`config.mk`:
```
export PLATFORM = sky130hd
export DESIGN_NAME = sha3_pad_top
export DESIGN_NICKNAME = d
export VERILOG_FILES = /design/src/sha3_pad_pkg.sv /design/src/pad_ctrl_if.sv /design/src/sha3_pad_top.sv /design/src/beat_mux.sv /design/src/funcpad_gen.sv /design/src/prefix_gen.sv /design/src/pad_fsm.sv /design/src/block_counter.sv
export VERILOG_INCLUDE_DIRS = /design/src
export SDC_FILE = /design/constraint.sdc
export NUM_CORES = 1
export LEC_CHECK = 0
export BUFFER_PORTS_ARGS = -buffer_cell sky130_fd_sc_hd__buf_2
export CORE_AREA = 2 2 112 114
export CTS_CLUSTER_DIAMETER = 200
export CTS_CLUSTER_SIZE = 25
export DETAILED_ROUTE_END_ITERATION = 12
export DIE_AREA = 0 0 114 116
export GPL_TIMING_DRIVEN = 0
export PLACE_DENSITY = 0.78
export SLEW_MARGIN = 10
export SYNTH_ARGS = -nofsm -noshare
export SYNTH_HDL_FRONTEND = slang
export SYNTH_SLANG_ARGS = --single-unit
```
`constraint.sdc`:
```
create_clock -name clk_i -period 8.6 [get_ports clk_i]
set_input_delay 1.29 -clock clk_i [delete_from_list [all_inputs] [get_ports clk_i]]
set_output_delay 1.29 -clock clk_i [all_outputs]
set_load 0.1 [all_outputs]
```
`src/sha3_pad_defs.svh`:
```
////////////////////
// SHA3 padding unit shared widths and constants
// message beat geometry, N/S prefix length and the Keccak rate table
////////////////////

`ifndef SHA3_PAD_DEFS_SVH
`define SHA3_PAD_DEFS_SVH

// one message word and one Keccak beat share the same width
`define MSG_WIDTH 64

// one strobe bit per message byte
`define MSG_STRB_W 8

// encoded N and S string length in bytes, prepared by the host
`define NS_BYTES 16

// two leading bytes of bytepad() in front of the N/S string
`define PREFIX_BYTES (`NS_BYTES + 2)

// beat address and per-block counter widths
`define KECCAK_ADDR_W 5
`define KECCAK_COUNT_W 5

// block length in 64-bit words for each strength
`define RATE_WORDS_L128 21
`define RATE_WORDS_L224 18
`define RATE_WORDS_L256 17
`define RATE_WORDS_L384 13
`define RATE_WORDS_L512 9

`endif
```
`src/sha3_pad_pkg.sv`:
```
////////////////////
// SHA3 padding unit types
// hash mode, strength, output beat select and FSM state encodings
////////////////////

package sha3_pad_pkg;

  // hash function, selects the suffix and whether a prefix block is sent
  typedef enum logic [1:0] {
    Sha3   = 2'd0,
    Shake  = 2'd1,
    CShake = 2'd2
  } sha3_mode_e;

  // security strength, which sets the block length
  typedef enum logic [2:0] {
    L128 = 3'd0,
    L224 = 3'd1,
    L256 = 3'd2,
    L384 = 3'd3,
    L512 = 3'd4
  } keccak_strength_e;

  // source of the beat offered to the Keccak write port
  typedef enum logic [2:0] {
    SelNone    = 3'd0,
    SelMsg     = 3'd1,
    SelPrefix  = 3'd2,
    SelFuncPad = 3'd3,
    SelZeroEnd = 3'd4
  } beat_sel_e;

  // padding FSM states
  typedef enum logic [3:0] {
    Idle        = 4'd0,
    Prefix      = 4'd1,
    PrefixWait  = 4'd2,
    Message     = 4'd3,
    MessageWait = 4'd4,
    Pad         = 4'd5,
    PadRun      = 4'd6,
    Pad01       = 4'd7,
    Flush       = 4'd8
  } pad_state_e;

endpackage

```
`src/pad_ctrl_if.sv`:
```
////////////////////
// padding control bundle
// FSM commands to the datapath and block position back from the counter
////////////////////

`timescale 1ns/1ps
`include "sha3_pad_defs.svh"

interface pad_ctrl_if;
  import sha3_pad_pkg::*;

  // commands issued by the FSM
  beat_sel_e beat_sel;
  logic      fsm_valid;
  logic      hold_msg;
  logic      buf_en;
  logic      buf_clr;
  logic      cnt_clr;

  // position of the current beat inside the block
  logic [`KECCAK_COUNT_W-1:0] beat_count;
  // the current beat is the last word of the block
  logic                       end_of_block;
  // the whole block has been written
  logic                       block_sent;

  modport fsm (
    output beat_sel, fsm_valid, hold_msg, buf_en, buf_clr, cnt_clr,
    input  beat_count, end_of_block, block_sent
  );

  // the pad word builder also needs to know whether it lands on the last word
  modport datapath (
    input beat_sel, fsm_valid, hold_msg, buf_en, buf_clr, end_of_block
  );

  modport counter (
    input  cnt_clr,
    output beat_count, end_of_block, block_sent
  );

endinterface

```
`src/sha3_pad_top.sv`:
```
////////////////////
// SHA3 padding unit
// feeds message, cSHAKE prefix and padding beats into the Keccak rate area
////////////////////

`timescale 1ns/1ps
`include "sha3_pad_defs.svh"

module sha3_pad_top (
  input  logic                           clk_i,
  input  logic                           rst_ni,

  // message source
  input  logic                           msg_valid_i,
  input  logic [`MSG_WIDTH-1:0]          msg_data_i,
  input  logic [`MSG_STRB_W-1:0]         msg_strb_i,
  output logic                           msg_ready_o,

  // encoded N and S, used by cSHAKE only
  input  logic [`NS_BYTES*8-1:0]         ns_data_i,

  // Keccak rate area write port
  output logic                           keccak_valid_o,
  output logic [`KECCAK_ADDR_W-1:0]      keccak_addr_o,
  output logic [`MSG_WIDTH-1:0]          keccak_data_o,
  input  logic                           keccak_ready_i,

  // engine run and its completion
  output logic                           keccak_run_o,
  input  logic                           keccak_complete_i,

  // configuration, held stable for a whole hash
  input  sha3_pad_pkg::sha3_mode_e       mode_i,
  input  sha3_pad_pkg::keccak_strength_e strength_i,

  // hash control pulses
  input  logic                           start_i,
  input  logic                           process_i,
  input  logic                           done_i,
  output logic                           absorbed_o
);

  logic [`MSG_WIDTH-1:0] prefix_beat;
  logic [`MSG_WIDTH-1:0] funcpad_beat;
  logic [`MSG_WIDTH-1:0] zero_end_beat;
  logic                  keccak_ack;

  pad_ctrl_if ctrl ();

  // a beat is written on valid and ready together
  assign keccak_ack = keccak_valid_o & keccak_ready_i;

  pad_fsm u_pad_fsm (
    .clk_i,
    .rst_ni,
    .mode_i,
    .msg_valid_i,
    .msg_strb_i,
    .keccak_ack_i (keccak_ack),
    .keccak_complete_i,
    .start_i,
    .process_i,
    .done_i,
    .ctrl         (ctrl),
    .keccak_run_o,
    .absorbed_o
  );

  block_counter u_block_counter (
    .clk_i,
    .rst_ni,
    .strength_i,
    .keccak_valid_i (keccak_valid_o),
    .keccak_ready_i,
    .ctrl           (ctrl),
    .keccak_addr_o
  );

  // the prefix is sliced by the raw beat count
  prefix_gen u_prefix_gen (
    .strength_i,
    .ns_data_i,
    .beat_addr_i   (ctrl.beat_count),
    .prefix_beat_o (prefix_beat)
  );

  funcpad_gen u_funcpad_gen (
    .clk_i,
    .rst_ni,
    .mode_i,
    .msg_data_i,
    .msg_strb_i,
    .ctrl            (ctrl),
    .funcpad_beat_o  (funcpad_beat),
    .zero_end_beat_o (zero_end_beat)
  );

  beat_mux u_beat_mux (
    .ctrl            (ctrl),
    .msg_valid_i,
    .msg_data_i,
    .keccak_ready_i,
    .prefix_beat_i   (prefix_beat),
    .funcpad_beat_i  (funcpad_beat),
    .zero_end_beat_i (zero_end_beat),
    .keccak_valid_o,
    .keccak_data_o,
    .msg_ready_o
  );

endmodule

```
`src/beat_mux.sv`:
```
////////////////////
// output beat select
// picks the Keccak write data and derives valid and message ready
////////////////////

`timescale 1ns/1ps
`include "sha3_pad_defs.svh"

module beat_mux (
  pad_ctrl_if.datapath          ctrl,
  input  logic                  msg_valid_i,
  input  logic [`MSG_WIDTH-1:0] msg_data_i,
  input  logic                  keccak_ready_i,
  input  logic [`MSG_WIDTH-1:0] prefix_beat_i,
  input  logic [`MSG_WIDTH-1:0] funcpad_beat_i,
  input  logic [`MSG_WIDTH-1:0] zero_end_beat_i,
  output logic                  keccak_valid_o,
  output logic [`MSG_WIDTH-1:0] keccak_data_o,
  output logic                  msg_ready_o
);
  import sha3_pad_pkg::*;

  always_comb begin
    keccak_data_o  = '0;
    keccak_valid_o = 1'b0;
    msg_ready_o    = 1'b0;
    unique case (ctrl.beat_sel)
      SelMsg: begin
        // message words pass straight through unless held or being buffered
        keccak_data_o  = msg_data_i;
        keccak_valid_o = msg_valid_i & ~ctrl.hold_msg & ~ctrl.buf_en;
        // a buffered partial word is taken without waiting for the engine
        msg_ready_o    = ctrl.buf_en | (keccak_ready_i & ~ctrl.hold_msg);
      end
      SelPrefix: begin
        keccak_data_o  = prefix_beat_i;
        keccak_valid_o = ctrl.fsm_valid;
      end
      SelFuncPad: begin
        keccak_data_o  = funcpad_beat_i;
        keccak_valid_o = ctrl.fsm_valid;
      end
      SelZeroEnd: begin
        keccak_data_o  = zero_end_beat_i;
        keccak_valid_o = ctrl.fsm_valid;
      end
      default: begin
        keccak_data_o = '0;
      end
    endcase
  end

endmodule

```
`src/funcpad_gen.sv`:
```
////////////////////
// function pad builder
// buffers the partial last word and merges it with the mode suffix,
// also forms the zero-fill word with the closing pad10*1 bit
////////////////////

`timescale 1ns/1ps
`include "sha3_pad_defs.svh"

module funcpad_gen (
  input  logic                     clk_i,
  input  logic                     rst_ni,
  input  sha3_pad_pkg::sha3_mode_e mode_i,
  input  logic [`MSG_WIDTH-1:0]    msg_data_i,
  input  logic [`MSG_STRB_W-1:0]   msg_strb_i,
  pad_ctrl_if.datapath             ctrl,
  output logic [`MSG_WIDTH-1:0]    funcpad_beat_o,
  output logic [`MSG_WIDTH-1:0]    zero_end_beat_o
);
  import sha3_pad_pkg::*;

  // a partial word has at most seven valid bytes, so the top byte is not kept
  logic [`MSG_WIDTH-9:0]  buf_data_q;
  logic [`MSG_STRB_W-2:0] buf_strb_q;
  logic [7:0]             suffix;
  logic [`MSG_WIDTH-1:0]  buf_ext;
  logic [`MSG_STRB_W-1:0] strb_ext;
  logic [`MSG_STRB_W-1:0] strb_prev;

  always_ff @(posedge clk_i) begin
    if (ctrl.buf_en) begin
      buf_data_q <= msg_data_i[`MSG_WIDTH-9:0];
    end
  end

  // the strobe alone decides which buffered bytes are used
  always_ff @(posedge clk_i or negedge rst_ni) begin
    if (!rst_ni) begin
      buf_strb_q <= '0;
    end else if (ctrl.buf_en) begin
      buf_strb_q <= msg_strb_i[`MSG_STRB_W-2:0];
    end else if (ctrl.buf_clr) begin
      buf_strb_q <= '0;
    end
  end

  // domain suffix with the first pad10*1 bit already appended
  always_comb begin
    unique case (mode_i)
      Sha3:    suffix = 8'h06;
      Shake:   suffix = 8'h1f;
      CShake:  suffix = 8'h04;
      default: suffix = 8'h01;
    endcase
  end

  assign buf_ext   = {8'h00, buf_data_q};
  assign strb_ext  = {1'b0, buf_strb_q};
  // strobes are contiguous, the suffix lands on the first unset byte
  assign strb_prev = {buf_strb_q, 1'b1};

  always_comb begin
    funcpad_beat_o = '0;
    for (int b = 0; b < `MSG_STRB_W; b++) begin
      if (strb_ext[b]) begin
        funcpad_beat_o[b*8 +: 8] = buf_ext[b*8 +: 8];
      end else if (strb_prev[b]) begin
        funcpad_beat_o[b*8 +: 8] = suffix;
      end
    end
    // closing bit of pad10*1 when the pad word is also the block's last word
    funcpad_beat_o[`MSG_WIDTH-1] = funcpad_beat_o[`MSG_WIDTH-1] | ctrl.end_of_block;
  end

  assign zero_end_beat_o = {ctrl.end_of_block, {(`MSG_WIDTH-1){1'b0}}};

endmodule

```
`src/prefix_gen.sv`:
```
////////////////////
// cSHAKE prefix builder
// bytepad header plus N/S string, sliced into 64-bit beats by address
////////////////////

`timescale 1ns/1ps
`include "sha3_pad_defs.svh"

module prefix_gen (
  input  sha3_pad_pkg::keccak_strength_e strength_i,
  input  logic [`NS_BYTES*8-1:0]         ns_data_i,
  input  logic [`KECCAK_ADDR_W-1:0]      beat_addr_i,
  output logic [`MSG_WIDTH-1:0]          prefix_beat_o
);
  import sha3_pad_pkg::*;

  // number of beats that hold non-zero prefix bytes
  localparam int PrefixWords = (`PREFIX_BYTES * 8 + `MSG_WIDTH - 1) / `MSG_WIDTH;
  localparam int PrefixW     = PrefixWords * `MSG_WIDTH;

  logic [7:0]         rate_bytes;
  logic [PrefixW-1:0] prefix;

  // left_encode of the rate in bytes, the length byte itself is fixed at 0x01
  always_comb begin
    unique case (strength_i)
      L128:    rate_bytes = 8'(8 * `RATE_WORDS_L128);
      L224:    rate_bytes = 8'(8 * `RATE_WORDS_L224);
      L256:    rate_bytes = 8'(8 * `RATE_WORDS_L256);
      L384:    rate_bytes = 8'(8 * `RATE_WORDS_L384);
      L512:    rate_bytes = 8'(8 * `RATE_WORDS_L512);
      default: rate_bytes = 8'h00;
    endcase
  end

  // byte 0 sits in the low byte of beat 0, zeros follow past the N/S string
  assign prefix = PrefixW'({ns_data_i, rate_bytes, 8'h01});

  // beats beyond the prefix belong to the zero fill of the block
  always_comb begin
    prefix_beat_o = '0;
    for (int w = 0; w < PrefixWords; w++) begin
      if (beat_addr_i == `KECCAK_ADDR_W'(w)) begin
        prefix_beat_o = prefix[w*`MSG_WIDTH +: `MSG_WIDTH];
      end
    end
  end

endmodule

```
`src/pad_fsm.sv`:
```
////////////////////
// SHA3 padding state machine
// sequences prefix, message, function pad and zero fill per hash,
// and runs the Keccak engine once per full block
////////////////////

`timescale 1ns/1ps
`include "sha3_pad_defs.svh"

module pad_fsm (
  input  logic                     clk_i,
  input  logic                     rst_ni,
  input  sha3_pad_pkg::sha3_mode_e mode_i,
  input  logic                     msg_valid_i,
  input  logic [`MSG_STRB_W-1:0]   msg_strb_i,
  input  logic                     keccak_ack_i,
  input  logic                     keccak_complete_i,
  input  logic                     start_i,
  input  logic                     process_i,
  input  logic                     done_i,
  pad_ctrl_if.fsm                  ctrl,
  output logic                     keccak_run_o,
  output logic                     absorbed_o
);
  import sha3_pad_pkg::*;

  pad_state_e state_q, state_d;
  beat_sel_e  sel;
  logic       fsm_valid;
  logic       hold_msg;
  logic       buf_en;
  logic       buf_clr;
  logic       cnt_clr;
  logic       absorbed_d;
  logic       process_q;
  logic       msg_partial;

  // a word without all strobes set is the last, partial word of the message
  assign msg_partial = ~&msg_strb_i;

  // process may arrive while the prefix block is still in flight
  always_ff @(posedge clk_i or negedge rst_ni) begin
    if (!rst_ni) begin
      process_q <= 1'b0;
    end else if (process_i) begin
      process_q <= 1'b1;
    end else if (done_i) begin
      process_q <= 1'b0;
    end
  end

  always_ff @(posedge clk_i or negedge rst_ni) begin
    if (!rst_ni) begin
      state_q    <= Idle;
      absorbed_o <= 1'b0;
    end else begin
      state_q    <= state_d;
      absorbed_o <= absorbed_d;
    end
  end

  ////////////////////
  // next state and command decode
  ////////////////////

  always_comb begin
    state_d      = state_q;
    sel          = SelNone;
    fsm_valid    = 1'b0;
    hold_msg     = 1'b0;
    buf_en       = 1'b0;
    buf_clr      = 1'b0;
    cnt_clr      = 1'b0;
    keccak_run_o = 1'b0;
    absorbed_d   = 1'b0;

    unique case (state_q)
      Idle: begin
        // only cSHAKE puts a bytepad prefix block in front of the message
        if (start_i) begin
          state_d = (mode_i == CShake) ? Prefix : Message;
        end
      end

      Prefix: begin
        sel = SelPrefix;
        if (ctrl.block_sent) begin
          keccak_run_o = 1'b1;
          cnt_clr      = 1'b1;
          state_d      = PrefixWait;
        end else begin
          fsm_valid = 1'b1;
        end
      end

      PrefixWait: begin
        sel = SelPrefix;
        if (keccak_complete_i) begin
          state_d = Message;
        end
      end

      Message: begin
        sel = SelMsg;
        if (ctrl.block_sent) begin
          // a full block is run before a partial word or the process request
          keccak_run_o = 1'b1;
          cnt_clr      = 1'b1;
          hold_msg     = 1'b1;
          state_d      = MessageWait;
        end else if (msg_valid_i && msg_partial) begin
          // a partial word goes into the buffer and no beat is sent for it
          buf_en = 1'b1;
        end else if (process_q || process_i) begin
          hold_msg = 1'b1;
          state_d  = Pad;
        end
      end

      MessageWait: begin
        hold_msg = 1'b1;
        if (keccak_complete_i) begin
          state_d = Message;
        end
      end

      Pad: begin
        sel       = SelFuncPad;
        fsm_valid = 1'b1;
        if (keccak_ack_i) begin
          buf_clr = 1'b1;
          // pad word on the last word carries bit 63 as well, block is done
          if (ctrl.end_of_block) begin
            cnt_clr = 1'b1;
            state_d = PadRun;
          end else begin
            state_d = Pad01;
          end
        end
      end

      PadRun: begin
        keccak_run_o = 1'b1;
        cnt_clr      = 1'b1;
        state_d      = Flush;
      end

      Pad01: begin
        // zero fill up to the last word, which ends with the final pad bit
        sel = SelZeroEnd;
        if (ctrl.block_sent) begin
          keccak_run_o = 1'b1;
          cnt_clr      = 1'b1;
          state_d      = Flush;
        end else begin
          fsm_valid = 1'b1;
        end
      end

      Flush: begin
        cnt_clr = 1'b1;
        buf_clr = 1'b1;
        if (keccak_complete_i) begin
          absorbed_d = 1'b1;
          state_d    = Idle;
        end
      end

      default: begin
        state_d = Idle;
      end
    endcase
  end

  assign ctrl.beat_sel  = sel;
  assign ctrl.fsm_valid = fsm_valid;
  assign ctrl.hold_msg  = hold_msg;
  assign ctrl.buf_en    = buf_en;
  assign ctrl.buf_clr   = buf_clr;
  assign ctrl.cnt_clr   = cnt_clr;

endmodule

```
`src/block_counter.sv`:
```
////////////////////
// per-block beat counter
// counts transferred beats, flags block end and drives the beat address
////////////////////

`timescale 1ns/1ps
`include "sha3_pad_defs.svh"

module block_counter (
  input  logic                           clk_i,
  input  logic                           rst_ni,
  input  sha3_pad_pkg::keccak_strength_e strength_i,
  input  logic                           keccak_valid_i,
  input  logic                           keccak_ready_i,
  pad_ctrl_if.counter                    ctrl,
  output logic [`KECCAK_ADDR_W-1:0]      keccak_addr_o
);
  import sha3_pad_pkg::*;

  logic [`KECCAK_COUNT_W-1:0] block_limit;
  logic [`KECCAK_COUNT_W-1:0] count_q;

  // words per block for the selected strength
  always_comb begin
    unique case (strength_i)
      L128:    block_limit = `KECCAK_COUNT_W'(`RATE_WORDS_L128);
      L224:    block_limit = `KECCAK_COUNT_W'(`RATE_WORDS_L224);
      L256:    block_limit = `KECCAK_COUNT_W'(`RATE_WORDS_L256);
      L384:    block_limit = `KECCAK_COUNT_W'(`RATE_WORDS_L384);
      L512:    block_limit = `KECCAK_COUNT_W'(`RATE_WORDS_L512);
      default: block_limit = '0;
    endcase
  end

  // a clear from the FSM wins over a beat transferred in the same cycle
  always_ff @(posedge clk_i or negedge rst_ni) begin
    if (!rst_ni) begin
      count_q <= '0;
    end else if (ctrl.cnt_clr) begin
      count_q <= '0;
    end else if (keccak_valid_i && keccak_ready_i) begin
      count_q <= count_q + 1'b1;
    end
  end

  assign ctrl.beat_count = count_q;

  // one word left in the block, so this beat closes it
  assign ctrl.end_of_block = ((count_q + 1'b1) == block_limit);
  assign ctrl.block_sent   = (count_q == block_limit);

  // the address never runs past the rate area, it wraps to zero at the limit
  assign keccak_addr_o = (count_q < block_limit) ? count_q : '0;

endmodule

```
### Word-level counts from Yosys, hierarchy flattened

Cells that the tools add are included.
Widths: inputs -> output; s select.

| word-level totals | value |
|---|---|
| register bits | 74 |
| input port bits | 213 |
| output and inout bits | 73 |

| cells by class | value |
|---|---|
| add/subtract/negate cells | 1 |
| order comparisons | 1 |
| equal/unequal tests | 30 |
| mux-type cells | 61 |
| bitwise gates (word level) | 8 |
| reduce and logical (&&, ||, !) cells | 19 |

Operators with widths:

| cell | count |
|---|---|
| $pmux 64 s4 | 1 |
| $mux 64 | 3 |
| $mux 8 | 7 |
| $mux 5 | 10 |
| $pmux 8 s5 | 1 |
| $mux 4 | 9 |
| $pmux 4 s8 | 1 |
| $pmux 5 s5 | 1 |
| $mux 1 | 17 |
| $eq 4x3->1 const B | 4 |
| $reduce_and 8->1 | 2 |
| $pmux 5 s3 | 1 |
| $mux 7 | 2 |
| $eq 3x2->1 const B | 4 |
| $pmux 3 s4 | 1 |
| $eq 5x5->1 | 2 |
| $ne 2x2->1 const B | 5 |
| $pmux 1 s2 | 5 |
| $eq 4x2->1 const B | 2 |
| $reduce_or 2->1 | 4 |
| $eq 3x1->1 const B | 2 |
| $eq 3x3->1 const B | 2 |
| $reduce_bool 2->1 | 3 |
| $reduce_or 3->1 | 2 |
| 24 further kinds | 29 |

### Longest topological paths before layout

| depth | value |
|---|---|
| depth after elaboration | 15 |
| depth in mapped cells | 10 |
| depth with buffers taken out | 10 |

### Modules after synthesis

From an unflattened synthesis, not the netlist that was laid out.

| second synthesis, totals | value |
|---|---|
| cell total of the unflattened synthesis | 815 |
| area total of the unflattened synthesis | 7533.5 µm² |

By module, submodules not included:

| module | times used | cells an instance | area an instance (µm²) |
|---|---|---|---|
| funcpad_gen | 1 | 264 | 3170.5 |
| beat_mux | 1 | 309 | 2401.1 |
| prefix_gen | 1 | 109 | 864.6 |
| pad_fsm | 1 | 74 | 560.5 |
| block_counter | 1 | 58 | 530.5 |
| sha3_pad_top | 1 | 1 | 6.3 |

### Worst setup path before layout

No wires, ideal clock.

| timing path | value |
|---|---|
| path type | input to output |
| start | input port strength_i[1] |
| end | output port keccak_run_o |
| data arrival time | 7051 ps |
| data required time | 7310 ps |
| path slack | 259 ps |
| cell stages on the path | 7 |
| path buffers | 0 |
| path through | nand2b_1 -> o21ai_1 -> inv_1 -> ha_1 -> and3_1 -> nand2_1 -> a2111oi_0 |

| between the ends | value |
|---|---|
| cells in the longest elaborated chain, start to end | 5 |

RTL lines:

| element | RTL line | source |
|---|---|---|
| start, declared | sha3_pad_top.sv:34 | `input sha3_pad_pkg::keccak_strength_e strength_i,` |
| $eq 3x3->1 (tied with other cells) | block_counter.sv:25 | `unique case (strength_i)` |
| $pmux 5 s5 (*) | block_counter.sv:25 |  |
| $eq 5x5->1 (*) | block_counter.sv:50 | `assign ctrl.block_sent = (count_q == block_limit);` |
| $mux 1 (*) | pad_fsm.sv:87, pad_fsm.sv:105, pad_fsm.sv:151 |  |
| $pmux 1 s2 (*) | pad_fsm.sv:77 | `unique case (state_q)` |
| end, declared | sha3_pad_top.sv:29 | `output logic keccak_run_o,` |

Mark *: on every way between the ends. The rest lies on a longest branch, timed or not.

### Final worst setup path

| timing path | value |
|---|---|
| start | input port strength_i[1] |
| end | output port msg_ready_o |

| between the ends | value |
|---|---|
| cells in the longest elaborated chain, start to end | 9 |

RTL lines:

| element | RTL line | source |
|---|---|---|
| $eq 3x3->1 (tied with other cells) | block_counter.sv:25 |  |
| $pmux 5 s5 (*) | block_counter.sv:25 |  |
| $eq 5x5->1 (*) | block_counter.sv:50 |  |
| $mux 1 | pad_fsm.sv:105 | `if (ctrl.block_sent) begin` |
| $pmux 1 s2 | pad_fsm.sv:77 |  |
| $not 1->1 | beat_mux.sv:33 | `msg_ready_o = ctrl.buf_en \| (keccak_ready_i & ~ctrl.hold_msg);` |
| $and 1x1->1 | beat_mux.sv:33 |  |
| $or 1x1->1 (*) | beat_mux.sv:33 |  |
| $mux 1 (*) | beat_mux.sv:27 | `unique case (ctrl.beat_sel)` |
| end, declared | sha3_pad_top.sv:17 | `output logic msg_ready_o,` |

Marks and branches as above.

==> impl_metrics.ini <==
[floorplan]
fp.dieH_um = 116
core_sq_um = 11900
die_area_sq_um = 13200
io_pins = 286
fp.dieW_um = 114
start_util_pct = 43.0
rows = 40

[logic_synthesis]
synth_ff_type = edfxtp_1
synth_seq_cells = 74
postSynthAreaPerCell_sq_um = 9.24
synth_edf_count = 56
synthesis.area_sq_um = 5130
ys_types = 57
syn_inst = 555
syn-num-nets = 777
yosys_warnings = 0
synthArstFlopShare_pct = 24.3
ys_seq_area_share_pct = 41.6

[timing]
fmax_mhz = 189
rsz0062_at_grt = no
tightest_slew_ps = 939
slew_viol_final = 0
finClkSkew_ps = 8.91
fin_crit_sh_pct = 61.5
final_hold_viol_count = 0
setup_viol = 0
relSlewSlack_pct = 37.0
tns_ps = 0
min_period_ps = 5290

[detailed_routing]
drt-initial-drc-count = 616
vias_per_cell = 5.94
antenna_left = 0
vias = 5985
drt_wl_total_mm = 20.9
drt_pass1_iterations = 6
drc = 0
wl_per_cell_um = 20.7

[cts]
cts_buffers = 9
cts.sinks = 74
clk_latency_ps = 330
cts_buffer_depth = 2
cts.clk_slew.worst_paths_ps = 60
cts_setup_buffers = 0
cts_tree = built
post_cts_resized = 0
cts_hold_buf = 0
root_buffer = clkbuf_16
cts_max_level = 3

[finish]
area_delta_synth_final_pct = 37.9
drive_above_1_share_pct = 38.8
fillers = 1097
stdcell_count = 1008
final_net_count = 1076
finish.utilization_pct = 59.3
multi_input_area_sq_um = 2690
layout.area.seq_sq_um = 2130

[placed_design]
post-dp-hpwl_mm = 16.1
placed_cells = 990
io_buffers = 285
place.gp.congestion = 0.903

[critical_path]
crit_path_start_kind = input pin
slowest_delay_ps = 710
worstSetupPathType = in -> out
cp_data_required_time_ps = 7310
cp_cell_sequence = buf_2 -> nand2b_1 -> o21ai_1 -> inv_1 -> ha_1 -> and3_1 -> and2_1 -> nor3_4 -> a21o_1 -> buf_2
crit_path_frequent_cell = buf_2
slowest_stage = nor3_4
crit_family = simple AND/OR/NAND/NOR gates
rr_worst_depth = 7
crit_cells = 10
worstPathArrival_ps = 4000
regToRegSetupSlack_ps = 5870
cp_num_buf_inv = 3
critPathMaxFanout = 16
end_kind = output port

[global_routing]
grt_use_total_pct = 30.3
grt-ovfl-total = 0
grt_pass1_vias = 5590
grt_pass1_wl_mm = 30.7
antenna_found_initial = 2
grt_max_degree = 20

[run]
max_cap_violations = 0

[outcome]
status = completed

[min_path]
hp-class = reg -> reg
whs_path_depth = 1
[routing by layer]
metal	global-route usage [%]	share of wire, %
met3	6.01	8.7
met1	39.1	40
met5	0	0
met2	51.3	49
met4	10.1	2.3
[cells in the mapped netlist, drive strengths merged, types with 2 or more instances]
cell,number,area share [%]
o211ai,4,0.68
clkbuf,33,2.4
buf,20,2.3
and3,3,0.37
o221ai,12,2.1
mux2i,2,0.39
o21ai,77,7.5
nand2,56,4.1
nor4b,2,0.46
xnor2,7,1.2
nand3b,2,0.29
a2111oi,2,0.71
a22oi,72,11
dfrtp,18,8.8
nand3,5,0.49
edfxtp,56,33
nor3,2,0.29
nor2,22,1.6
inv,17,1.2
nand4,2,0.24
nor2b,6,0.73
a221o,5,1.0
a22o,8,1.4
ha,9,2.2
a21o,6,0.88
or3,3,0.37
nand2b,8,1.3
and2,6,0.73
a32oi,25,4.3
nor3b,7,1.2
a211oi,2,0.29
a21oi,39,4.0
xor2,5,0.85
[path summary, 6_finish.rpt]
| path | start | endpoint |
|---|---|---|
| worst max-delay path | strength_i[1] | msg_ready_o |
| max in group asynchronous | rst_ni | u_funcpad_gen.buf_strb_q[3]$_DFFE_PN0P_ |
| worst max register to register | u_block_counter.ctrl.beat_count[0]$_DFFE_PN0P_ | u_funcpad_gen.buf_data_q[46]$_DFFE_PN_ |
| worst min register to register | u_pad_fsm.process_q$_DFFE_PN0P_ | u_pad_fsm.process_q$_DFFE_PN0P_ |
| worst min-delay path | u_pad_fsm.process_q$_DFFE_PN0P_ | u_pad_fsm.process_q$_DFFE_PN0P_ |
| min in group asynchronous | rst_ni | u_block_counter.ctrl.beat_count[2]$_DFFE_PN0P_ |
[flip-flops by register name, indices dropped and copies added, names as in the netlist]
signal / count
u_block_counter.ctrl.beat_count: 5
u_pad_fsm.process_q: 1
u_pad_fsm.absorbed_o: 1
u_funcpad_gen.buf_strb_q: 7
u_pad_fsm.state_q: 4
u_funcpad_gen.buf_data_q: 56
[worst reg2reg max path: cells and delay by family, from the launching register on]
family / cells / cell delay, ps
adder cells (fa/ha/maj): 1 / 270
flip-flops: 1 / 420
buffers and inverters: 3 / 650
AND/OR/NAND/NOR: 3 / 1090
[cells by family after synthesis]
family / after synthesis / synth area share (%)
AOI/OAI and AO/OA: 258 / 34.4
and+or+nand+nor: 129 / 13.1
DFF: 74 / 41.6
buffers and inverters: 70 / 5.98
xor gates and xnor gates: 12 / 2.05
adders and majority gates: 9 / 2.20
muxes: 3 / 0.683
[metrics by stage]
stage / hold WS [ps] / instance area (sq um) / setup slack (ps)
5_1_grt: 545 / 7070 / 3110
6_report: 506 / 7070 / 3310
2_1_floorplan: 464 / 5130 / 259
4_1_cts: 511 / 7060 / 3300
3_5_place_dp: 498 / 6800 / 3310
3_3_place_gp: 477 / 6740 / 460
[area by class of cell]
class	instances	area share (%)
multi-input combinational	411	38.1
sequential	74	30.2
timing repair buffer	288	21.0
buffer	53	3.43
clock buffer	10	3.24
tap	147	2.60
inverter	17	0.903
clock inverter	6	0.478
antenna	2	0.0708
[cell usage in the layout, fill, tap and decap left out, types with 12 or more instances in the layout]
cell / count
o21ai_1: 20
o221ai_1: 12
clkbuf_1: 34
buf_2: 296
dfrtp_1: 18
a32oi_1: 25
a22oi_1: 72
a21oi_1: 37
nor2_1: 22
edfxtp_1: 56
o21ai_0: 57
nand2_1: 56
inv_1: 17
Power is not shown: default switching activity piles up to over one toggle a cycle in this logic, so the estimate is an artifact.
